$ cat config.mk
export PLATFORM = sky130hd
export DESIGN_NAME = peripheral_subsystem
export DESIGN_NICKNAME = d
export VERILOG_FILES = /design/src/design/mini_mcu_pkg.sv /design/src/design/peripheral_subsystem.sv
export SDC_FILE = /design/constraint.sdc
export NUM_CORES = 1
export LEC_CHECK = 0
export ABC_AREA = 1
export BUFFER_PORTS_ARGS = -buffer_cell sky130_fd_sc_hd__buf_2
export CORE_MARGIN = 4
export CORE_UTILIZATION = 54
export CTS_CLUSTER_DIAMETER = 60
export DETAILED_ROUTE_END_ITERATION = 12
export GPL_TIMING_DRIVEN = 0
export PLACE_DENSITY = 0.85
export SYNTH_ARGS = -nofsm -noshare
export SYNTH_HDL_FRONTEND = slang
export SYNTH_SLANG_ARGS = --single-unit
$ cat constraint.sdc
create_clock -name clk_i -period 2.8 [get_ports clk_i]
set_input_delay 0.14 -clock clk_i [delete_from_list [all_inputs] [get_ports clk_i]]
set_output_delay 0.14 -clock clk_i [all_outputs]
set_load 0.005 [all_outputs]
$ cat src/design/mini_mcu_pkg.sv
// mini MCU shared definitions
// bus structs, address map, register offsets and FSM encodings
package mini_mcu_pkg;

  typedef struct packed {
    logic        req;
    logic        we;
    logic [3:0]  be;
    logic [31:0] addr;
    logic [31:0] wdata;
  } obi_req_t;

  typedef struct packed {
    logic        gnt;
    logic        rvalid;
    logic        err;
    logic [31:0] rdata;
  } obi_resp_t;

  // address map
  localparam logic [31:0] RAM_BASE    = 32'h0000_0000;
  localparam int unsigned RAM_WORDS   = 1024;
  localparam int unsigned RAM_ADDR_W  = $clog2(RAM_WORDS);
  localparam logic [31:0] RAM_SIZE    = RAM_WORDS * 4;
  localparam logic [31:0] AO_BASE     = 32'h2000_0000;
  localparam logic [31:0] PERIPH_BASE = 32'h3000_0000;
  localparam logic [31:0] PERIPH_SPAN = 32'h0000_0100;

  // always-on block registers
  localparam logic [7:0] AO_EXIT_VALUE  = 8'h00;
  localparam logic [7:0] AO_BOOT_SELECT = 8'h04;
  localparam logic [7:0] AO_DMA_SRC     = 8'h10;
  localparam logic [7:0] AO_DMA_DST     = 8'h14;
  localparam logic [7:0] AO_DMA_LEN     = 8'h18;
  localparam logic [7:0] AO_DMA_STATUS  = 8'h1C;

  // peripheral block registers
  localparam logic [7:0] GPIO_OUT    = 8'h00;
  localparam logic [7:0] GPIO_EN     = 8'h04;
  localparam logic [7:0] GPIO_IN     = 8'h08;
  localparam logic [7:0] INTR_STATUS = 8'h0C;

  localparam logic [31:0] ERR_RDATA = 32'hBADC_AB1E;

  typedef enum logic [1:0] {RAM, AO, PERIPH, NONE} bus_target_e;

  typedef enum logic [2:0] {IDLE, READ, READ_WAIT, WRITE, WRITE_WAIT} dma_state_e;

endpackage
$ cat src/design/peripheral_subsystem.sv
// GPIO registers with input synchronizer, DMA done interrupt status
`timescale 1ns/1ps

module peripheral_subsystem
  import mini_mcu_pkg::*;
(
  input  logic        clk_i,
  input  logic        reset_i,
  input  obi_req_t    req_i,
  output obi_resp_t   resp_o,
  input  logic [31:0] gpio_i,
  output logic [31:0] gpio_o,
  output logic [31:0] gpio_en_o,
  input  logic        dma_done_i,
  output logic        irq_o
);

  logic [7:0]  off;
  logic        wr_en;
  logic [31:0] gpio_out_q;
  logic [31:0] gpio_en_q;
  logic [31:0] gpio_meta_q;
  logic [31:0] gpio_sync_q;
  logic        intr_q;
  logic        intr_clr;
  logic [31:0] rdata_d;
  logic [31:0] rdata_q;
  logic        rvalid_q;

  assign off      = req_i.addr[7:0];
  assign wr_en    = req_i.req && req_i.we;
  assign intr_clr = wr_en && (off == INTR_STATUS) && req_i.wdata[0];

  always_ff @(posedge clk_i) begin
    if (reset_i) begin
      gpio_out_q  <= 32'h0;
      gpio_en_q   <= 32'h0;
      gpio_meta_q <= 32'h0;
      gpio_sync_q <= 32'h0;
      intr_q      <= 1'b0;
      rvalid_q    <= 1'b0;
    end else begin
      gpio_meta_q <= gpio_i;
      gpio_sync_q <= gpio_meta_q;
      rvalid_q    <= req_i.req;
      if (wr_en && (off == GPIO_OUT)) gpio_out_q <= req_i.wdata;
      if (wr_en && (off == GPIO_EN)) gpio_en_q <= req_i.wdata;
      // a new done wins over a clear in the same cycle
      intr_q <= dma_done_i || (intr_q && !intr_clr);
    end
  end

  always_comb begin
    case (off)
      GPIO_OUT:    rdata_d = gpio_out_q;
      GPIO_EN:     rdata_d = gpio_en_q;
      GPIO_IN:     rdata_d = gpio_sync_q;
      INTR_STATUS: rdata_d = {31'h0, intr_q};
      default:     rdata_d = 32'h0;
    endcase
  end

  always_ff @(posedge clk_i) begin
    if (req_i.req) rdata_q <= req_i.we ? 32'h0 : rdata_d;
  end

  assign resp_o    = '{gnt: req_i.req, rvalid: rvalid_q, err: 1'b0, rdata: rdata_q};
  assign gpio_o    = gpio_out_q;
  assign gpio_en_o = gpio_en_q;
  assign irq_o     = intr_q;

endmodule

==> results.py <==
metrics = {
    "grt": {
        "grt.total_usage_pct": 26.9,
        "grt-busiest-layer": "met2",
        "grt_pass1_vias": 5531,
        "use_met2_pct": 44.2,
        "overflow": 0,
        "antenna_found_initial": 1,
        "grt_use_met1_pct": 33.6,
        "grt_max_degree": 36,
        "grt_use_met3_pct": 5.66,
        "grt_pass1_wl_um": 27200,
    },
    "worst_setup_path": {
        "slowest_delay_ns": 0.54,
        "reg2reg_from": "gpio_o[12]",
        "cp-end-kind": "register",
        "path_cells": "buf_2, nand2_1, inv_2, clkbuf_1, nand3_1, a21oi_1",
        "startpoint_type": "input port",
        "worstPathArrival_ns": 1.86,
        "path_class": "input port to register",
        "crit_path_top_delay_cell": "buf_2",
        "crit_required_ns": 3.14,
        "crit_path_start": "req_i[69]",
        "critPathMaxFanout": 35,
    },
    "timing": {
        "postLayoutSetupSlackWorst_ns": 1.28,
        "setup_viol": 0,
        "final.min_clock_period_ns": 1.52,
        "post-route-period-util_pct": 54.2,
        "rsz0062_at_grt": "false",
        "slew_headroom_pct": 52.0,
        "drv_slew": 0,
        "tns_ns": 0,
        "fmax_mhz": 658,
        "hold_ws_ns": 0.00445,
        "tightest_slew_ns": 0.720,
        "hold_viol_final": 0,
        "fin_skew_ns": 0.0101,
    },
    "yosys": {
        "ys_seq_area_share_pct": 58.6,
        "yosysTopAreaCellShare_pct": 42.8,
        "synthTopCellsByArea": "dfxtp_1 (43%), edfxtp_1 (16%), nand2_1 (11%), nor2_1 (8.8%), inv_1 (6.2%)",
        "synth_cells": 759,
        "yosys.area.top_type": "dfxtp_1",
        "syn-mean-instance-area_um2": 8.01,
        "synth-seq-cells": 162,
        "synth_fp_nets": 864,
        "netlist_area_mm2": 0.00608,
        "ys_types": 21,
        "yosysWarnings": 0,
    },
    "floorplan": {
        "die_w_um": 114,
        "rows": 38,
        "initial_core_util_pct": 55.6,
        "die_height_um": 114,
        "core_area_mm2": 0.0109,
        "die_area_mm2": 0.0130,
        "io_pins": 205,
    },
    "place": {
        "port_buffers": 174,
        "hpwl_um": 11500,
        "dp_slack_ns": 0.874,
        "gp_congestion": 0.885,
    },
    "drt": {
        "drt_iter0_drc": 473,
        "drtAntennaViolNets": 0,
        "vias_per_cell": 4.95,
        "dr.pass1.iters": 5,
        "wl_per_cell_um": 14.9,
        "drc": 0,
        "vias": 5737,
        "wl_um": 17200,
    },
    "worst_hold_path": {
        "hp-class": "input port to register",
        "worst_hold_startpoint": "req_i[19]",
    },
    "cts": {
        "htree_levels": 4,
        "cts-root-buf": "clkbuf_16",
        "cts_buffer_depth": 2,
        "clkSinkCount": 162,
        "cts_tree": "built",
        "cts_resized": 0,
        "clkLatencyLatePin_ns": 0.42,
        "cts_buffers": 17,
        "clk_pin_slew_worst_paths_ns": 0.07,
    },
    "power_and_ir_drop": {
        "ir_drop_mv": 0.381,
        "finalPower_mw": 4.98,
        "p_leak_nw": 4.07,
        "power_density_mw_per_mm2": 604,
    },
    "status": {
        "outcome": "finished, final reports clean",
    },
    "layout": {
        "area_growth_syn_to_layout_pct": 35.6,
        "nets": 1110,
        "drive_gt1_share_pct": 23.4,
        "final_cell_mix": "buf_2 (186), nand2_1 (171), nor2_1 (143)",
        "layout_commonest_cell": "buf_2",
    },
    "run": {
        "drv_cap": 0,
    },
}
[Yosys cell counts (all sizes together)]
| cell | count |
|---|---|
| clkbuf | 16 |
| buf | 29 |
| nor2 | 147 |
| inv | 102 |
| edfxtp | 32 |
| nand2 | 173 |
| nor3b | 1 |
| clkinv | 1 |
| o21ai | 32 |
| dfxtp | 130 |
| nand3 | 62 |
| conb | 1 |
| a21oi | 33 |
[worst max-delay path: cells and delay by family]
family | cells | cell delay (ns)
compound gates | 1 | 0.18
buf+inv | 3 | 1.18
simple gates | 2 | 0.34
[sequential cells by signal, summed over array words and instances (netlist names)]
| name | cells |
|---|---|
| gpio_meta_q | 32 |
| irq_o | 1 |
| gpio_sync_q | 32 |
| gpio_en_o | 32 |
| rvalid_q | 1 |
| gpio_o | 32 |
| rdata_q | 32 |
[cells by family after synthesis]
family | count (synthesis) | synth area share, %
simple gates | 383 | 25.4
flops | 162 | 58.6
buf+inv | 148 | 10.6
compound gates | 65 | 5.35
other cells | 1 | 0.0616
[layer usage]
metal | wire [um] | share of wire, %
met5 | 0 | 0
met4 | 801 | 4.7
met3 | 1600 | 9.3
met2 | 8130 | 47
met1 | 6690 | 39
[per-stage QoR]
step / instance area (um2) / std cells / util, %
4_1_cts: 8240 / 1158 / 75.4
3_3_place_gp: 7130 / 1073 / 65.2
3_5_place_dp: 7130 / 1073 / 65.2
6_report: 8250 / 1159 / 75.4
5_1_grt: 8250 / 1159 / 75.4
2_1_floorplan: 6080 / 759 / -
[where the power goes]
| part | switching, mW | total (mW) | leakage, nW | internal, mW |
|---|---|---|---|---|
| clock | 1.05 | 2.25 | 0.291 | 1.20 |
| sequential | 0.0162 | 2.45 | 1.39 | 2.44 |
| combinational | 0.145 | 0.280 | 2.39 | 0.135 |
| total | 1.21 | 4.98 | 4.07 | 3.77 |
[worst paths after layout]
| path | to | slack (ns) | depth (start not counted) |
|---|---|---|---|
| worst max-delay path | gpio_o[16] | 1.28 | 6 |
| worst max register to register | rdata_q[12] | 1.84 | 4 |
| worst min-delay path | gpio_en_o[19] | 0.004 | 3 |
| worst min register to register | gpio_sync_q[20] | 0.40 | 2 |
[timing repair]
item | 4_1_cts | 5_1_grt
buffers inserted | 0 | 0
hold buffers | 53 | 0
hold endpoints to repair | 55 | 0
[cell type report]
| cell class | instances | area (um2) |
|---|---|---|
| Buffer | 45 | 259 |
| Timing Repair Buffer | 227 | 1400 |
| Tap cell | 140 | 175 |
| Antenna cell | 1 | 2.50 |
| Multi-Input combinational cell | 449 | 1870 |
| Sequential cell | 162 | 3560 |
| Fill cell | 776 | 2690 |
| Clock buffer | 17 | 425 |
| Inverter | 103 | 388 |
| Clock inverter | 15 | 159 |
No activity file was read; power rests on OpenSTA's default activity.
