### config.mk
export PLATFORM = sky130hd
export DESIGN_NAME = ao_peripheral_subsystem
export DESIGN_NICKNAME = d
export VERILOG_FILES = /design/src/design/mini_mcu_pkg.sv /design/src/design/ao_peripheral_subsystem.sv /design/src/design/dma_engine.sv
export SDC_FILE = /design/constraint.sdc
export NUM_CORES = 1
export LEC_CHECK = 0
export ABC_AREA = 1
export BUFFER_PORTS_ARGS = -buffer_cell sky130_fd_sc_hd__buf_2
export CORE_ASPECT_RATIO = 1.25
export CORE_MARGIN = 2
export CORE_UTILIZATION = 45
export CTS_BUF_LIST = sky130_fd_sc_hd__clkbuf_8 sky130_fd_sc_hd__clkbuf_16
export DETAILED_ROUTE_END_ITERATION = 8
export PLACE_DENSITY = 0.71
export SLEW_MARGIN = 40
export SYNTH_ARGS = -nofsm -noshare
export SYNTH_HDL_FRONTEND = slang
export SYNTH_SLANG_ARGS = --single-unit
export TNS_END_PERCENT = 5
### constraint.sdc
create_clock -name clk_i -period 5.8 [get_ports clk_i]
set_clock_uncertainty 0.1 [all_clocks]
set_input_delay 0.87 -clock clk_i [delete_from_list [all_inputs] [get_ports clk_i]]
set_output_delay 0.87 -clock clk_i [all_outputs]
set_load 0.05 [all_outputs]
### src/design/mini_mcu_pkg.sv
// mini MCU shared definitions
// bus structs, address map, register offsets and FSM encodings
package mini_mcu_pkg;

  typedef struct packed {
    logic        req;
    logic        we;
    logic [3:0]  be;
    logic [31:0] addr;
    logic [31:0] wdata;
  } obi_req_t;

  typedef struct packed {
    logic        gnt;
    logic        rvalid;
    logic        err;
    logic [31:0] rdata;
  } obi_resp_t;

  // address map
  localparam logic [31:0] RAM_BASE    = 32'h0000_0000;
  localparam int unsigned RAM_WORDS   = 1024;
  localparam int unsigned RAM_ADDR_W  = $clog2(RAM_WORDS);
  localparam logic [31:0] RAM_SIZE    = RAM_WORDS * 4;
  localparam logic [31:0] AO_BASE     = 32'h2000_0000;
  localparam logic [31:0] PERIPH_BASE = 32'h3000_0000;
  localparam logic [31:0] PERIPH_SPAN = 32'h0000_0100;

  // always-on block registers
  localparam logic [7:0] AO_EXIT_VALUE  = 8'h00;
  localparam logic [7:0] AO_BOOT_SELECT = 8'h04;
  localparam logic [7:0] AO_DMA_SRC     = 8'h10;
  localparam logic [7:0] AO_DMA_DST     = 8'h14;
  localparam logic [7:0] AO_DMA_LEN     = 8'h18;
  localparam logic [7:0] AO_DMA_STATUS  = 8'h1C;

  // peripheral block registers
  localparam logic [7:0] GPIO_OUT    = 8'h00;
  localparam logic [7:0] GPIO_EN     = 8'h04;
  localparam logic [7:0] GPIO_IN     = 8'h08;
  localparam logic [7:0] INTR_STATUS = 8'h0C;

  localparam logic [31:0] ERR_RDATA = 32'hBADC_AB1E;

  typedef enum logic [1:0] {RAM, AO, PERIPH, NONE} bus_target_e;

  typedef enum logic [2:0] {IDLE, READ, READ_WAIT, WRITE, WRITE_WAIT} dma_state_e;

endpackage
### src/design/ao_peripheral_subsystem.sv
// always-on peripherals: exit register, boot select, DMA control
`timescale 1ns/1ps

module ao_peripheral_subsystem
  import mini_mcu_pkg::*;
(
  input  logic        clk_i,
  input  logic        reset_i,
  input  obi_req_t    req_i,
  output obi_resp_t   resp_o,
  input  logic        boot_select_i,
  output logic [31:0] exit_value_o,
  output logic        exit_valid_o,
  output obi_req_t    dma_master_req_o,
  input  obi_resp_t   dma_master_resp_i,
  output logic        dma_done_o
);

  logic [7:0]  off;
  logic        wr_en;
  logic        dma_start;
  logic        dma_busy;
  logic [31:0] dma_src_q;
  logic [31:0] dma_dst_q;
  logic [31:0] exit_value_q;
  logic        exit_valid_q;
  logic [31:0] rdata_d;
  logic [31:0] rdata_q;
  logic        rvalid_q;

  assign off   = req_i.addr[7:0];
  assign wr_en = req_i.req && req_i.we;
  // length goes straight to the engine with the start pulse
  assign dma_start = wr_en && (off == AO_DMA_LEN);

  always_ff @(posedge clk_i) begin
    if (reset_i) begin
      exit_value_q <= 32'h0;
      exit_valid_q <= 1'b0;
      rvalid_q     <= 1'b0;
    end else begin
      rvalid_q <= req_i.req;
      if (wr_en && (off == AO_EXIT_VALUE)) begin
        exit_value_q <= req_i.wdata;
        exit_valid_q <= 1'b1;
      end
    end
  end

  always_ff @(posedge clk_i) begin
    if (wr_en && (off == AO_DMA_SRC)) begin
      dma_src_q <= req_i.wdata;
    end
    if (wr_en && (off == AO_DMA_DST)) begin
      dma_dst_q <= req_i.wdata;
    end
    if (req_i.req) begin
      rdata_q <= req_i.we ? 32'h0 : rdata_d;
    end
  end

  always_comb begin
    case (off)
      AO_EXIT_VALUE:  rdata_d = exit_value_q;
      AO_BOOT_SELECT: rdata_d = {31'h0, boot_select_i};
      AO_DMA_SRC:     rdata_d = dma_src_q;
      AO_DMA_DST:     rdata_d = dma_dst_q;
      AO_DMA_STATUS:  rdata_d = {31'h0, dma_busy};
      default:        rdata_d = 32'h0;
    endcase
  end

  assign resp_o       = '{gnt: req_i.req, rvalid: rvalid_q, err: 1'b0, rdata: rdata_q};
  assign exit_value_o = exit_value_q;
  assign exit_valid_o = exit_valid_q;

  dma_engine dma_engine_i (
    .clk_i,
    .reset_i,
    .start_i      (dma_start),
    .src_i        (dma_src_q),
    .dst_i        (dma_dst_q),
    .len_i        (req_i.wdata[15:0]),
    .busy_o       (dma_busy),
    .done_o       (dma_done_o),
    .master_req_o (dma_master_req_o),
    .master_resp_i(dma_master_resp_i)
  );

endmodule

### src/design/dma_engine.sv
// word copy DMA, one read then one write per word on its own bus port
`timescale 1ns/1ps

module dma_engine
  import mini_mcu_pkg::*;
(
  input  logic        clk_i,
  input  logic        reset_i,
  input  logic        start_i,
  input  logic [31:0] src_i,
  input  logic [31:0] dst_i,
  input  logic [15:0] len_i,
  output logic        busy_o,
  output logic        done_o,
  output obi_req_t    master_req_o,
  input  obi_resp_t   master_resp_i
);

  dma_state_e  state_q;
  logic        done_q;
  logic [31:0] src_q;
  logic [31:0] dst_q;
  logic [15:0] count_q;
  logic [31:0] data_q;

  always_ff @(posedge clk_i) begin
    if (reset_i) begin
      state_q <= IDLE;
      done_q  <= 1'b0;
    end else begin
      done_q <= 1'b0;
      case (state_q)
        IDLE: begin
          // zero length finishes without touching the bus
          if (start_i) begin
            if (len_i == 16'd0) begin
              done_q <= 1'b1;
            end else begin
              state_q <= READ;
            end
          end
        end
        READ:      if (master_resp_i.gnt) state_q <= READ_WAIT;
        READ_WAIT: if (master_resp_i.rvalid) state_q <= WRITE;
        WRITE:     if (master_resp_i.gnt) state_q <= WRITE_WAIT;
        WRITE_WAIT: begin
          if (master_resp_i.rvalid) begin
            if (count_q == 16'd0) begin
              state_q <= IDLE;
              done_q  <= 1'b1;
            end else begin
              state_q <= READ;
            end
          end
        end
        default: state_q <= IDLE;
      endcase
    end
  end

  always_ff @(posedge clk_i) begin
    if (state_q == IDLE && start_i) begin
      src_q   <= src_i;
      dst_q   <= dst_i;
      count_q <= len_i;
    end
    if (state_q == READ && master_resp_i.gnt) begin
      src_q <= src_q + 32'd4;
    end
    if (state_q == READ_WAIT && master_resp_i.rvalid) begin
      data_q <= master_resp_i.rdata;
    end
    if (state_q == WRITE && master_resp_i.gnt) begin
      dst_q   <= dst_q + 32'd4;
      count_q <= count_q - 16'd1;
    end
  end

  always_comb begin
    master_req_o.req   = (state_q == READ) || (state_q == WRITE);
    master_req_o.we    = (state_q == WRITE);
    master_req_o.be    = 4'hF;
    master_req_o.addr  = (state_q == WRITE) ? dst_q : src_q;
    master_req_o.wdata = data_q;
  end

  assign busy_o = (state_q != IDLE);
  assign done_o = done_q;

endmodule

==> impl_results.md <==
* Smallest setup slack after layout at ~2000 ps
* Number of warnings printed during yosys synthesis at 0
* Count of endpoints failing hold in the final timing report at 0
* Count of cell types in the netlist at 33
* Post-place setup slack at between 2000 and 2500 ps
* Setup repair after global routing missed its margin: no
* Final net count at 1,698
* Share of synthesized area occupied by flip-flops and latches at approximately three fifths
* Required time of the worst setup path at a little under 5000 ps
* Highest fanout seen on the critical path at 56
* Root Driver: clkbuf_16
* Vias in the first global route at between 9,000 and 10,000
* Wire length of the first global-routing pass at 54,300 µm
* Average routed wire per standard cell at roughly 18 µm
* Mean cell area of the mapped netlist at between 8 and 9 µm²
* Post-detail-place hpwl at roughly 26,000 µm
* Headroom to the max-slew limit at 51.8%
* Pin count of the biggest net entering global routing at between 70 and 80
* H-tree lvl count at 1
* Path class of the lowest-slack min-delay path: reg -> reg
* Final wirelength at approximately 35,000 µm
* Number of failing setup endpoints in the final timing report at 0
* Crit Path Category: reg -> out
* I/O pin count at 247
* Initial antenna violation count at 0
* Clock tree from TritonCTS: yes
* Cells on worst reg2reg path at 8
* Synthesized area at 11,900 µm²
* Core Region at between 20,000 and 30,000 µm²
* Antenna Nets Post-Route at 0
* Routed wire length on met2 at approximately 18,000 µm
* Worst Hold Launch: exit_valid_o
* IO Port Bufs at about 210
* Slowest cell on the critical path: o21ai_0
* Die Width at 149 µm
* Overall die area at roughly 28,000 µm²
* Peak supply drop at between 200 and 300 µV
* Critical path, cell by cell: nand2_1 > nor2_4 > buf_4 > inv_1 > o21ai_0 > buf_2
* Total grt overflow at 0
* RR Endpoint: dma_engine_i.count_q[5]
* Setup slack of the most critical reg-to-reg path at around 2400 ps
* Most used cells in the layout excluding fill and tap cells: nand2_1, buf_2, edfxtp_1
* Leakage power of the design at 6.01 nW
* Post-route fraction of the period consumed by the critical path at between 60% and 70%
* Count of hold buffers inserted by post-cts repair at 0
* Cts bufs inserted at 26
* Count of clock tree sinks at about 250
* Share of final-layout standard cells stronger than drive strength 1 at roughly 18%
* Post-CTS repair timing setup buffer count at 0
* Core Rows at 66
* Ys flop type: edfxtp_1
* Number of flops mapped to enable cells by yosys at 208
* Post-CTS clock slew at the launch and capture registers of the worst setup and hold paths at around 60 ps
* Most frequent standard cell in the layout excluding fill and tap cells: nand2_1
* Kind of capture point of the worst setup path: output port
* Hold path cells at 2
* Die Span Y at roughly 190 µm
* Met3 wire length at 2360 µm
* 1st-pass router iterations at 5
* Clock Latency Late Sink at 540 ps
* Highest cell delay on the worst timing path at between 400 and 500 ps
* Data arrival time of the critical path at 2870 ps
* Max-cap violations at 0
* Minimum clock period at roughly 3800 ps
* Setup_tns at 0 ps
* Number of resized instances in the post-cts repair step at 0
* Yosys reg bits at ~250
* Uppermost metal layer occupied by signal nets: met4
* Reg-to-Reg Start: dma_engine_i.state_q[0]
* Utilization of the core after routing at a little over half
* Average via count per standard cell at around 5.1
* Antenna Cells at 0
* Outcome: finished, final reports clean
* Via count at 9,996
* Number of buffer and inverter stages on the critical path at 3
* Kind of launch point of the worst setup path: flip-flop
* Routability-driven placement congestion ratio at roughly 0.9
* Post-detailed-route DRC marker count at 0
* CTS Buffer Depth at 3
* Share of flip-flops with an asynchronous set or reset after synthesis at 0%
* Detailed-route wire length on metal 1 at 13,700 µm
* Achievable clock frequency at between 200 and 300 MHz
* Max Slew Vio Count at 0
* Post-synthesis cell count at around 1,400
* 1st-iter DRT viols at about 740
* Hold path endpoint: exit_valid_o
* Starting Density at ~46%
* Area growth syn-to-layout at 18.6%
* Total global routing track utilization at between 20% and 30%
* Slew @ Worst Pin at a little over 700 ps
* PwrDens at between 300 and 400 nW/µm²
* Critical path's top delay family: buffers and inverters
==> power breakdown <==
part | switching [W] | total (W) | internal [W]
clock | 0.000715 | 0.00164 | 0.000925
sequential | 0.0000607 | 0.00210 | 0.00204
combinational | 0.000755 | 0.000955 | 0.000200
==> layout make-up <==
| class | count | area, µm² |
|---|---|---|
| Clock buffer | 27 | 664 |
| Clock inverter | 21 | 178 |
| Fill cell | 2424 | 11900 |
| Inverter | 114 | 429 |
| Multi-Input combinational cell | 974 | 4240 |
| Sequential cell | 246 | 7010 |
| Tap cell | 340 | 425 |
| Timing Repair Buffer | 224 | 1150 |
==> flip-flops by register name, summed over array words and instances, names as in the netlist <==
signal,flops
rvalid_q,1
exit_valid_o,1
dma_engine_i.src_q,32
dma_engine_i.dst_q,32
dma_engine_i.state_q,3
dma_src_q,32
dma_engine_i.data_q,32
rdata_q,32
dma_dst_q,32
dma_engine_i.done_o,1
dma_engine_i.count_q,16
exit_value_o,32
==> layer usage <==
metal  track usage, %  vias up
met5                0        -
met4             10.2        0
met3             4.02       62
met2             46.2      405
met1             30.5     4646
li1                 -     4883
==> logic make-up after synthesis <==
family | count (synthesis) | share of synthesized area (%)
AND/OR/NAND/NOR | 792 | 26.5
other | 2 | 0.0632
AO/OA/AOI/OAI | 140 | 6.00
adder cells (fa/ha/maj) | 4 | 0.421
XOR/XNOR | 33 | 2.43
buffers and inverters | 162 | 5.68
flip-flops | 246 | 58.9
==> per-stage QoR <==
stage	area (µm²)	power (W)	hold slack [ps]	cells
CTS	14100	0.00472	383	1946
global route	14100	0.00488	382	1946
global placement	13200	0.00309	353	1898
detailed placement	13300	0.00310	365	1898
finish	14100	0.00470	386	1946
floorplan	11900	0.00280	407	1382
==> worst max-delay path by stage <==
stage,from,to,slack (ps),depth (start not counted)
after floorplan,req_i[33],dma_src_q[0],2500,5
after global placement,req_i[33],dma_src_q[21],2340,8
after detailed placement,dma_engine_i.state_q[1],dma_engine_i.count_q[5],2440,8
after CTS,dma_engine_i.state_q[0],dma_master_req_o[35],1960,6
after global routing,dma_engine_i.state_q[0],dma_master_req_o[44],1830,6
final,dma_engine_i.state_q[0],dma_master_req_o[44],1960,6
==> tightest hold or removal path, cell delays in order, from the launching register on <==
cell and delay, ps:
dfxtp_1 330, nor2_1 50, nor2_1 70
==> cell usage after synthesis, drive strengths merged, types with 6 or more instances <==
| cell type | number | area (µm²) |
|---|---|---|
| nand2 | 478 | 1800 |
| nor2 | 214 | 813 |
| edfxtp | 208 | 6250 |
| inv | 111 | 417 |
| o21ai | 110 | 551 |
| nand3 | 70 | 350 |
| dfxtp | 38 | 761 |
| buf | 27 | 168 |
| a21oi | 23 | 115 |
| clkbuf | 21 | 78.8 |
| xor2 | 20 | 175 |
| nor3 | 18 | 101 |
| xnor2 | 13 | 114 |
| nand3b | 6 | 45.0 |
(Power assumes the default switching activity.)
