--- config.mk ---
export PLATFORM = sky130hd
export DESIGN_NAME = system_bus
export DESIGN_NICKNAME = d
export VERILOG_FILES = /design/src/design/mini_mcu_pkg.sv /design/src/design/system_bus.sv
export SDC_FILE = /design/constraint.sdc
export NUM_CORES = 1
export LEC_CHECK = 0
export ABC_AREA = 1
export ABC_CLOCK_PERIOD_IN_PS = 6800
export BUFFER_PORTS_ARGS = -buffer_cell sky130_fd_sc_hd__buf_4
export CAP_MARGIN = 15
export CORE_AREA = 2 2 208 210
export CTS_BUF_LIST = sky130_fd_sc_hd__clkbuf_2
export CTS_CLUSTER_SIZE = 14
export DETAILED_ROUTE_END_ITERATION = 6
export DIE_AREA = 0 0 210 212
export GPL_TIMING_DRIVEN = 0
export PLACE_DENSITY = 0.34
export SYNTH_ARGS = -nofsm -noshare
export SYNTH_HDL_FRONTEND = slang
export SYNTH_SLANG_ARGS = --single-unit
--- constraint.sdc ---
create_clock -name clk_i -period 6.8 [get_ports clk_i]
set_input_delay 0.68 -clock clk_i [delete_from_list [all_inputs] [get_ports clk_i]]
set_output_delay 0.68 -clock clk_i [all_outputs]
set_load 0.005 [all_outputs]
--- src/design/mini_mcu_pkg.sv ---
// mini MCU shared definitions
// bus structs, address map, register offsets and FSM encodings
package mini_mcu_pkg;

  typedef struct packed {
    logic        req;
    logic        we;
    logic [3:0]  be;
    logic [31:0] addr;
    logic [31:0] wdata;
  } obi_req_t;

  typedef struct packed {
    logic        gnt;
    logic        rvalid;
    logic        err;
    logic [31:0] rdata;
  } obi_resp_t;

  // address map
  localparam logic [31:0] RAM_BASE    = 32'h0000_0000;
  localparam int unsigned RAM_WORDS   = 1024;
  localparam int unsigned RAM_ADDR_W  = $clog2(RAM_WORDS);
  localparam logic [31:0] RAM_SIZE    = RAM_WORDS * 4;
  localparam logic [31:0] AO_BASE     = 32'h2000_0000;
  localparam logic [31:0] PERIPH_BASE = 32'h3000_0000;
  localparam logic [31:0] PERIPH_SPAN = 32'h0000_0100;

  // always-on block registers
  localparam logic [7:0] AO_EXIT_VALUE  = 8'h00;
  localparam logic [7:0] AO_BOOT_SELECT = 8'h04;
  localparam logic [7:0] AO_DMA_SRC     = 8'h10;
  localparam logic [7:0] AO_DMA_DST     = 8'h14;
  localparam logic [7:0] AO_DMA_LEN     = 8'h18;
  localparam logic [7:0] AO_DMA_STATUS  = 8'h1C;

  // peripheral block registers
  localparam logic [7:0] GPIO_OUT    = 8'h00;
  localparam logic [7:0] GPIO_EN     = 8'h04;
  localparam logic [7:0] GPIO_IN     = 8'h08;
  localparam logic [7:0] INTR_STATUS = 8'h0C;

  localparam logic [31:0] ERR_RDATA = 32'hBADC_AB1E;

  typedef enum logic [1:0] {RAM, AO, PERIPH, NONE} bus_target_e;

  typedef enum logic [2:0] {IDLE, READ, READ_WAIT, WRITE, WRITE_WAIT} dma_state_e;

endpackage
--- src/design/system_bus.sv ---
// system bus with two masters and three targets
// fixed priority for the external port, address decode, response routing
`timescale 1ns/1ps

module system_bus
  import mini_mcu_pkg::*;
(
  input  logic      clk_i,
  input  logic      reset_i,
  input  obi_req_t  ext_master_req_i,
  output obi_resp_t ext_master_resp_o,
  input  obi_req_t  dma_master_req_i,
  output obi_resp_t dma_master_resp_o,
  output obi_req_t  ram_req_o,
  input  obi_resp_t ram_resp_i,
  output obi_req_t  ao_req_o,
  input  obi_resp_t ao_resp_i,
  output obi_req_t  periph_req_o,
  input  obi_resp_t periph_resp_i
);

  obi_req_t    sel_req;
  bus_target_e sel_target;
  logic        sel_dma;
  logic        sel_gnt;
  logic        accept;
  bus_target_e rsp_target_q;
  logic        rsp_dma_q;
  logic        err_pending_q;
  obi_resp_t   rsp;

  // external port wins whenever it requests
  assign sel_dma = ~ext_master_req_i.req;
  assign sel_req = sel_dma ? dma_master_req_i : ext_master_req_i;

  always_comb begin
    if ((sel_req.addr - RAM_BASE) < RAM_SIZE) begin
      sel_target = RAM;
    end else if ((sel_req.addr - AO_BASE) < PERIPH_SPAN) begin
      sel_target = AO;
    end else if ((sel_req.addr - PERIPH_BASE) < PERIPH_SPAN) begin
      sel_target = PERIPH;
    end else begin
      sel_target = NONE;
    end
  end

  // targets see addresses relative to their base
  always_comb begin
    ram_req_o         = sel_req;
    ram_req_o.req     = sel_req.req && (sel_target == RAM);
    ram_req_o.addr    = sel_req.addr - RAM_BASE;
    ao_req_o          = sel_req;
    ao_req_o.req      = sel_req.req && (sel_target == AO);
    ao_req_o.addr     = sel_req.addr - AO_BASE;
    periph_req_o      = sel_req;
    periph_req_o.req  = sel_req.req && (sel_target == PERIPH);
    periph_req_o.addr = sel_req.addr - PERIPH_BASE;
  end

  always_comb begin
    case (sel_target)
      RAM:     sel_gnt = ram_resp_i.gnt;
      AO:      sel_gnt = ao_resp_i.gnt;
      PERIPH:  sel_gnt = periph_resp_i.gnt;
      default: sel_gnt = sel_req.req;
    endcase
  end

  assign accept = sel_req.req && sel_gnt;

  always_ff @(posedge clk_i) begin
    if (reset_i) begin
      rsp_target_q  <= NONE;
      rsp_dma_q     <= 1'b0;
      err_pending_q <= 1'b0;
    end else begin
      err_pending_q <= accept && (sel_target == NONE);
      if (accept) begin
        rsp_target_q <= sel_target;
        rsp_dma_q    <= sel_dma;
      end
    end
  end

  // response of the transfer accepted in the previous cycle
  always_comb begin
    case (rsp_target_q)
      RAM:     rsp = ram_resp_i;
      AO:      rsp = ao_resp_i;
      PERIPH:  rsp = periph_resp_i;
      default: rsp = '{gnt: 1'b0, rvalid: err_pending_q, err: 1'b1, rdata: ERR_RDATA};
    endcase
    ext_master_resp_o        = rsp;
    ext_master_resp_o.gnt    = accept && !sel_dma;
    ext_master_resp_o.rvalid = rsp.rvalid && !rsp_dma_q;
    dma_master_resp_o        = rsp;
    dma_master_resp_o.gnt    = accept && sel_dma;
    dma_master_resp_o.rvalid = rsp.rvalid && rsp_dma_q;
  end

endmodule

==> out/qor.txt, run 1 <==
Clock root buffer - clkbuf_2
Worst min-delay path class - reg2reg
CP required - 6.12 ns
Sequential element share of the synthesized area - 2.26%
Post-DP Area - 8160 um^2
# Max-Cap Violations - 0
I/O Buffers - 525
Final core occ - 19.2%
Combinational family with the most area after synthesis - buffers and inverters
Overflow after GRT - 0
Mux share of post-synthesis cell area - 0%
Pre-CTS WS - 2.38 ns
DP Cell Count - 1748
First DRT Iteration DRCs - 123
Slew Limit Fails - 0
Yosys reg bits - 4
Worst slew pin tran - 0.789 ns
Setup TNS - 0 ns
PnR Total Power - 0.609 mW
Post-CTS setup buffers - 0
Synth unique cells - 28
Synth Area in Simple Gates - 45.0%
Area share of xor/xnor cells in the synthesized design - 0%
Top_reg_cell synth - dfxtp_1
Tmin final - 4.21 ns
Nets - 1460
Worst Setup Start Kind - input pin
Yosys warning count - 0
Clk slew on worst S/H paths - 0.04 ns
Worst hold slack - 0.484 ns
RSZ-0062 raised after global routing - no
FFs w/ async S/R, synth - 0%
Gpl congestion - 0.752
Crit Path Class - in2out
Cts hold-fix bufs - 0
Clock buffer count from CTS - 3
Global-route wire length before repair - 35500 um
Post-synth EDFFs - 0
Area delta synth->final - 131%
Top cell type's share of synthesized area - 34.8%
Die width - 210 um
Most frequent cell after synthesis - nand2_1
Initial Util - 8.32%
Max Used Layer - met4
CP arrival - 3.53 ns
M1 WL - 9480 um
Leakage - 4.73 nW
Multi-input gate area - 1820 um^2
Synthesized instance count - 677
Synthesized area - 3540 um^2
Cell accounting for the most synthesized area - buf_4
Maximum clock insertion buffer count - 2
Largest net degree at the start of global routing - 11
Initial antenna violation count - 1
Rel. slew slack - 47.4%
Sequential cell area - 80.1 um^2
PD cells - 74.4 nW/um^2
Post-detail-place hpwl - 23700 um
Synth Area in Adders - 2.12%
Synthesized Nets - 930
Met2 wire length - 13700 um
Vias in the first global route - 5721
Routed WL - 25900 um
Tcrit/Tclk final - 62.0%
Num ports - 527
Clock Latency Late Sink - 0.20 ns
Via Count - 5803
Core Area - 42500 um^2
Fin area - 8180 um^2
Fmax - 0.237 GHz
Met3 WL - 2330 um
PnR worst setup slack - 2.59 ns
Non-Filler Instances - 1752
Full die area - 44500 um^2
Share of post-route cells with drive strength above 1 - 60.1%
Outcome - completed
VDD IR max - 0.0275 mV
Crit-path max FO - 10
Top cells by area, synth - buf_4, nand2_1, inv_1
Layout filler cell count - 4952
Synth Area per Inst - 5.23 um^2
Compound-gate portion of the synthesized area - 4.35%
CTS resizes - 0
Clk_skew - 0 ns
Site Rows - 76
Avg Vias per Cell - 3.31
Commonest cells post-synth - nand2_1, buf_4, inv_1
DRC violation count after routing - 0
Detailed Routing Iterations Pass 1 - 6
Clock sink count - 4
Hold Vio Cnt, Final - 0
Setup crit end kind - primary output
Die Y - 212 um
Final ANT Viol Nets - 0
Final Setup Violations - 0
H-tree levels - 1
WL per Instance - 14.8 um
CTS tree - built
Total GRT Usage - 10.6%
## kinds of logic (layout without fill, tap and decap cells)
family / count (synthesis) / after routing
AO/OA/AOI/OAI: 30 / 30
adder cells (fa/ha/maj): 6 / 6
buffers and inverters: 258 / 786
flip-flops: 4 / 4
other: 0 / 1
AND/OR/NAND/NOR: 379 / 379
## sequential cells by signal (all words and copies together) (netlist names)
name,flops
rsp_target_q,2
err_pending_q,1
rsp_dma_q,1
## layer usage
layer / global-route usage (%) / up-vias
met5: 0 / -
met4: 1.66 / 0
met3: 2.94 / 8
met2: 21.2 / 316
met1: 11.1 / 2537
li1: - / 2942
## cell usage in the layout, fill, tap and decap left out
cell type,n
a21oi_2,1
buf_1,4
buf_4,689
buf_6,5
buf_8,1
clkbuf_1,19
clkbuf_2,3
dfxtp_1,4
diode_2,1
ha_1,6
inv_1,63
inv_2,1
inv_4,1
nand2_1,293
nand2_2,11
nand2_4,2
nand3_1,41
nand3_2,3
nand3b_1,1
nand3b_2,1
nand4_1,4
nand4_2,1
nor2_1,16
nor2_2,1
nor2_4,2
nor3_2,1
nor4_1,1
o21ai_0,23
o21ai_1,6
or2_2,1
## report_power, final
group	leakage [nW]	internal, mW	switching [mW]
clock	0.0125	0.0119	0.00965
combinational	4.69	0.342	0.220
sequential	0.0331	0.0247	0.000424
## worst max-delay path: stages
cell      delay [ns]
buf_6           0.11
buf_6           0.15
clkbuf_1        0.50
o21ai_0         0.33
inv_1           0.24
ha_1            0.20
inv_1           0.04
nand2_1         0.05
nand2_1         0.06
nor2_1          0.11
nand2_1         0.06
nor2_1          0.17
nand2_2         0.15
nand4_2         0.12
nand3_2         0.11
nand2_2         0.15
nor2_1          0.08
buf_4           0.19
## cell type report
cell class                 instances  share of cell area, %
timing repair buffer             525                   48.2
multi-input combinational        415                   22.3
buffer                           193                   17.0
tap                              546                   8.35
inverter                          65                   3.01
sequential                         4                  0.979
clock buffer                       3                  0.184
antenna                            1                 0.0306
## worst paths after layout
kind                            slack (ns)                     to                  from  depth (start not counted)
worst min-delay path                  0.48              rsp_dma_q             rsp_dma_q                          2
worst max register to register        5.39        rsp_target_q[1]       rsp_target_q[1]                          4
worst max-delay path                  2.59  ext_master_resp_o[34]  ext_master_req_i[69]                         18
worst min register to register        0.48              rsp_dma_q             rsp_dma_q                          2
No activity file was read; power rests on OpenSTA's default activity.
==> inputs of run 2 (changes only) <==
Settings changed: ABC_CLOCK_PERIOD_IN_PS 6800 to 3390, CORE_AREA 2 2 208 210 to 2 2 207 209, DIE_AREA 0 0 210 212 to 0 0 209 211, PLACE_DENSITY 0.34 to 0.35.
Clock period 6.8 ns to 3.39 ns, I/O delays scaled along.
==> out/qor.txt, run 2 (same netlist as run 1, synthesis figures left out) <==
R2R depth - 4 (unchanged)
Sequential cell area - 80.1 um^2 (unchanged)
Final Setup Violations - 0 (unchanged)
Crit-path max FO - 10 (unchanged)
Clock Latency Late Sink - 0.20 ns (about the same)
WHS Path Cells - 2 (unchanged)
Fmax - 0.326 GHz
Clock buffer count from CTS - 3 (unchanged)
RSZ-0062 raised after global routing - no
DRC violation count after routing - 0 (unchanged)
Detailed Routing Iterations Pass 1 - 4 (-2)
Initial Util - 8.47% (+0.15 points)
Crit Path Class - in2out
Gpl congestion - 0.764 (+1.5%)
Routed WL - 26000 um (+0.40%)
Crit Reg-Reg Endpoint - rsp_target_q[1]
Die Y - 211 um (-0.47%)
PnR worst setup slack - 0.321 ns (-2.27 ns)
Full die area - 44100 um^2 (-0.95%)
Num ports - 527 (unchanged)
Max reg flops - 2 (unchanged)
Post-detail-place hpwl - 23700 um (-0.29%)
VDD IR max - 0.0536 mV (+95%)
Via Count - 5874 (+1.2%)
Reg2Reg Launch Point - rsp_target_q[1]
Worst Setup SP - ext_master_req_i[69]
Maximum clock insertion buffer count - 2 (unchanged)
Power Internal - 0.761 mW (+100%)
Die width - 209 um (-0.48%)
Clk slew on worst S/H paths - 0.04 ns (about the same)
Initial antenna violation count - 2 (+1)
Worst Setup Start Kind - input pin
Slew Limit Fails - 0 (unchanged)
Site Rows - 75 (-1.3%)
Final core occ - 19.6% (+0.35 points)
Clock sink count - 4 (unchanged)
First DRT Iteration DRCs - 174 (+41%)
# diodes - 0 (-1)
Vias in the first global route - 5839 (+2.1%)
Levels on crit path - 18 (unchanged)
Leakage - 4.74 nW (+0.13%)
# Max-Cap Violations - 0 (unchanged)
Tcrit/Tclk final - 90.5%
CP arrival - 2.73 ns (-0.80 ns)
Pre-CTS WS - -0.423 ns (-2.80 ns)
Fin area - 8180 um^2 (about the same)
Hold Vio Cnt, Final - 0 (unchanged)
Global-route wire length before repair - 36000 um (+1.4%)
Comb pwr share - 92.5% (+0.2 points)
I/O Buffers - 525 (unchanged)
Slowest CP cell - or2_2
Critical path, cell by cell - buf_6 -> inv_4 -> buf_6 -> or2_2 -> o21ai_2 -> inv_1 -> ha_1 -> nand3_1 -> nand2_1 -> nand2_1 -> nand2_1 -> nor2_1 -> nand2_2 -> nand4_2 -> nand3_2 -> nand2_2 -> nor2_1 -> buf_4
FF-to-FF setup slack - 1.89 ns (-3.50 ns)
CP top delay family - simple AND/OR/NAND/NOR gates
Largest net degree at the start of global routing - 20 (+9)
Setup TNS - 0 ns (unchanged)
CP required - 3.05 ns (-3.07 ns)
Clk_skew - 0 ns (unchanged)
CTS tree - built
Worst slew pin tran - 0.778 ns (-0.0108 ns)
Avg Vias per Cell - 3.37 (+1.7%)
Largest Register - rsp_target_q
Switching share of power - 37.7% (-0.056 points)
Total GRT Usage - 10.8% (+0.22 points)
Commonest non-fill, non-tap cells in the layout - buf_4, nand2_1, inv_1
CP bufs+invs - 5 (-1)
Outcome - completed
Sw power - 0.461 mW (+100%)
Sequential power share - 4.1% (about the same)
Post-DP Area - 8150 um^2 (-0.11%)
Core Area - 41800 um^2 (-1.8%)
Area delta synth->final - 131% (about the same)
H-tree levels - 1 (unchanged)
Multi-input gate area - 1830 um^2 (+0.55%)
Nets - 1460 (unchanged)
WL per Instance - 14.9 um (+0.86%)
Setup crit end kind - primary output
Rel. slew slack - 48.1% (+0.72 points)
Overflow after GRT - 0 (unchanged)
Worst min-delay path class - in2reg
Most used cell, CP - nand2_1
Clock power frac - 3.3% (-0.2 points)
Top flop regs - rsp_target_q x2, err_pending_q x1, rsp_dma_q x1
Share of post-route cells with drive strength above 1 - 60.3% (+0.25 points)
Most common cell after layout, fill and taps aside - buf_4
Layout filler cell count - 4835 (-2.4%)
Final ANT Viol Nets - 0 (unchanged)
Worst setup path end - ext_master_resp_o[34]
Clock root buffer - clkbuf_2
Critical path's largest stage delay - 0.28 ns (-0.22 ns)
Tmin final - 3.07 ns
PD cells - 149 nW/um^2 (+100%)
[run 2: changes by cell type in the layout (fill, tap and decap cells not counted), sizes merged]
cell and delta:
clkbuf -1, diode -1, buf +1
[run 2: worst min-delay path by stage]
| stage | end | start |
|---|---|---|
| finish | rsp_dma_q | reset_i |
| CTS | rsp_dma_q | reset_i |
| detailed placement | rsp_dma_q | rsp_dma_q |
| global route | rsp_dma_q | reset_i |
| floorplan | rsp_dma_q | reset_i |
| global placement | rsp_dma_q | rsp_dma_q |
[run 2: area by class of cell]
class	instances	area share (%)
repair buffers	526	48.3
multi-input cells	415	22.4
plain buffers	192	16.9
well taps	539	8.24
inverters	65	3.01
flip-flops and latches	4	0.979
clock buffers	3	0.183
[run 2: stage by stage]
step / hold slack, ns / power [mW] / cells
5_1_grt: 0.292 / 1.33 / 1744
6_report: 0.315 / 1.22 / 1744
3_3_place_gp: 0.483 / 1.21 / 1741
4_1_cts: 0.307 / 1.25 / 1743
3_5_place_dp: 0.487 / 1.21 / 1741
2_1_floorplan: 0.401 / 0.489 / 677
[run 2: power groups by stage]
| stage | Sequential [mW] | Clock [mW] | Combinational (mW) |
|---|---|---|---|
| finish | 0.0505 | 0.0409 | 1.13 |
| global route | 0.0507 | 0.0485 | 1.23 |
| CTS | 0.0505 | 0.0439 | 1.16 |
| detailed placement | 0.0512 | 0 | 1.15 |
| global placement | 0.0513 | 0 | 1.16 |
| floorplan | 0.0510 | 0 | 0.438 |
[run 2: routing by layer]
metal	global-route usage [%]	vias to the layer above	share of wire, %
li1	-	2937	-
met4	1.53	2	1.5
met3	2.62	16	8.2
met5	0	-	0.050
met1	11.5	2593	36
met2	21.8	326	54
[run 2: repair_timing]
item / CTS / global route
setup buffers: 0 / 1
setup endpoints to repair: 4 / 3
gates resized for setup: 0 / 3
hold buffers: 0 / 0
==> inputs of run 3 (changes only) <==
--- a/config.mk
+++ b/config.mk
@@ -17,3 +17,2 @@
 export GPL_TIMING_DRIVEN = 0
-export PLACE_DENSITY = 0.35
 export SYNTH_ARGS = -nofsm -noshare
--- a/constraint.sdc
+++ b/constraint.sdc
@@ -3,2 +3,2 @@
 set_output_delay 0.339 -clock clk_i [all_outputs]
-set_load 0.005 [all_outputs]
+set_load 0.1 [all_outputs]
==> out/qor.txt, run 3 (same netlist as run 1, synthesis figures left out) <==
Max reg flops - 2 (unchanged)
Nets - 1461 (+0.068%)
Clk slew on worst S/H paths - 0.04 ns (about the same)
Clk_skew - 0 ns (unchanged)
Clock sink count - 4 (unchanged)
Hold EP - rsp_dma_q
Rel. slew slack - 39.0% (-9.1 points)
Final core occ - 20.0% (+0.41 points)
Routed WL - 24300 um (-6.6%)
RSZ-0062 raised after global routing - no
Global-route wire length before repair - 33600 um (-6.7%)
R2R depth - 4 (unchanged)
Total GRT Usage - 9.95% (-0.88 points)
Critical path, cell by cell - buf_8 -> inv_4 -> buf_6 -> or2_2 -> o21ai_4 -> clkinvlp_4 -> ha_1 -> nand2_1 -> nand3b_2 -> nand2_1 -> nor2_4 -> nand3_1 -> nand3_1 -> nand3_4 -> nand3_4 -> clkinvlp_4 -> buf_4
DRC violation count after routing - 0 (unchanged)
Levels on crit path - 17 (-1)
Initial Util - 8.47% (unchanged)
Worst min-delay path class - in2reg
Worst hold slack - 0.306 ns (-0.00854 ns)
CP required - 3.05 ns (about the same)
Maximum clock insertion buffer count - 2 (unchanged)
CP bufs+invs - 6 (+1)
Gpl congestion - 0.852 (+12%)
Overflow after GRT - 0 (unchanged)
Clock Latency Late Sink - 0.21 ns (about the same)
Largest Register - rsp_target_q
H-tree levels - 1 (unchanged)
Full die area - 44100 um^2 (unchanged)
Crit Path Class - in2out
WL per Instance - 13.9 um (-6.6%)
PnR Total Power - 3.05 mW (+150%)
Worst slew pin tran - 0.915 ns (+0.137 ns)
Vias in the first global route - 5768 (-1.2%)
Slew Limit Fails - 0 (unchanged)
Die Y - 211 um (unchanged)
Share of post-route cells with drive strength above 1 - 61.6% (+1.3 points)
I/O Buffers - 525 (unchanged)
Area delta synth->final - 136%
Leakage - 4.76 nW (+0.53%)
Final ANT Viol Nets - 0 (unchanged)
Critical path's largest stage delay - 0.31 ns (+0.03 ns)
FF-to-FF setup slack - 1.96 ns (+0.07 ns)
Fmax - 0.315 GHz (-3.4%)
CP arrival - 2.84 ns (+0.11 ns)
Initial antenna violation count - 0 (-2)
CP top delay family - simple AND/OR/NAND/NOR gates
DP Cell Count - 1741 (unchanged)
Crit Reg-Reg Endpoint - rsp_target_q[1]
Core Area - 41800 um^2 (unchanged)
Num ports - 527 (unchanged)
Non-Filler Instances - 1745 (+0.057%)
Slowest CP cell - or2_2
Worst Setup Start Kind - input pin
Post-detail-place hpwl - 22300 um (-5.8%)
Top flop regs - rsp_target_q x2, err_pending_q x1, rsp_dma_q x1
Hold Startpoint - reset_i
Hold Vio Cnt, Final - 0 (unchanged)
# Max-Cap Violations - 0 (unchanged)
Setup crit end kind - primary output
First DRT Iteration DRCs - 191 (+9.8%)
Crit-path max FO - 10 (unchanged)
Commonest non-fill, non-tap cells in the layout - buf_4, nand2_1, inv_1
Clock buffer count from CTS - 3 (unchanged)
Avg Vias per Cell - 3.41 (+1.3%)
Largest net degree at the start of global routing - 11 (-45%)
Via Count - 5953 (+1.3%)
Detailed Routing Iterations Pass 1 - 5 (+1)
VDD IR max - 0.251 mV (+370%)
Tmin final - 3.18 ns (+0.109 ns)
Tcrit/Tclk final - 93.7% (+3.2 points)
PD cells - 365 nW/um^2 (+140%)
# diodes - 0 (unchanged)
CTS tree - built
Reg2Reg Launch Point - rsp_target_q[1]
Die width - 209 um (unchanged)
Most common cell after layout, fill and taps aside - buf_4
Clock root buffer - clkbuf_2
Outcome - completed
Worst Setup SP - ext_master_req_i[69]
Site Rows - 75 (unchanged)
WHS Path Cells - 2 (unchanged)
Final Setup Violations - 0 (unchanged)
Cts hold-fix bufs - 0 (unchanged)
-- run 3: cell types whose count changed in the layout (fill, tap and decap cells not counted), moves of 3 or more --
| cell | change |
|---|---|
| nand2_1 | -6 |
| clkinvlp_4 | +3 |
| nor2_1 | -4 |
| inv_1 | -3 |
| nor2_4 | +3 |
| nand2_4 | +3 |
-- run 3: layer usage --
layer,part of all wire (%),track usage [%]
met2,52,19.2
met5,0,0
met1,37,11.2
met4,2.7,2.61
met3,7.5,1.72
-- run 3: how the worst max path moves through the flow --
stage / end
floorplan: periph_req_o[69]
global placement: dma_master_resp_o[34]
detailed placement: dma_master_resp_o[34]
CTS: dma_master_resp_o[34]
global route: dma_master_resp_o[34]
finish: dma_master_resp_o[34]
-- run 3: area by class of cell --
type / instances / area [um^2]
Fill cell: 4699 / 33400
Timing Repair Buffer: 526 / 3950
Multi-Input combinational cell: 415 / 1970
Buffer: 193 / 1400
Tap cell: 539 / 674
Inverter: 65 / 258
Sequential cell: 4 / 80.1
Clock buffer: 3 / 15.0
-- run 3: per-stage QoR --
stage | setup WS [ns] | setup TNS [ns] | area [um^2]
3_5_place_dp | 0.101 | 0 | 8310
2_1_floorplan | -1.18 | -4.99 | 3700
3_3_place_gp | 0.158 | 0 | 8310
4_1_cts | 0.0932 | 0 | 8330
6_report | 0.212 | 0 | 8350
5_1_grt | 0.00219 | 0 | 8350
-- run 3: power breakdown --
group          leakage, nW  total [mW]  switching, mW  internal [mW]
Sequential          0.0331      0.0504       0.000903         0.0495
Combinational         4.72        2.95           2.23          0.724
Clock               0.0125      0.0436         0.0198         0.0238
-- run 3: repair_timing --
item	CTS	global route
endpoints found under the setup margin	0	2
gates resized for setup	0	3
buffers inserted	0	1
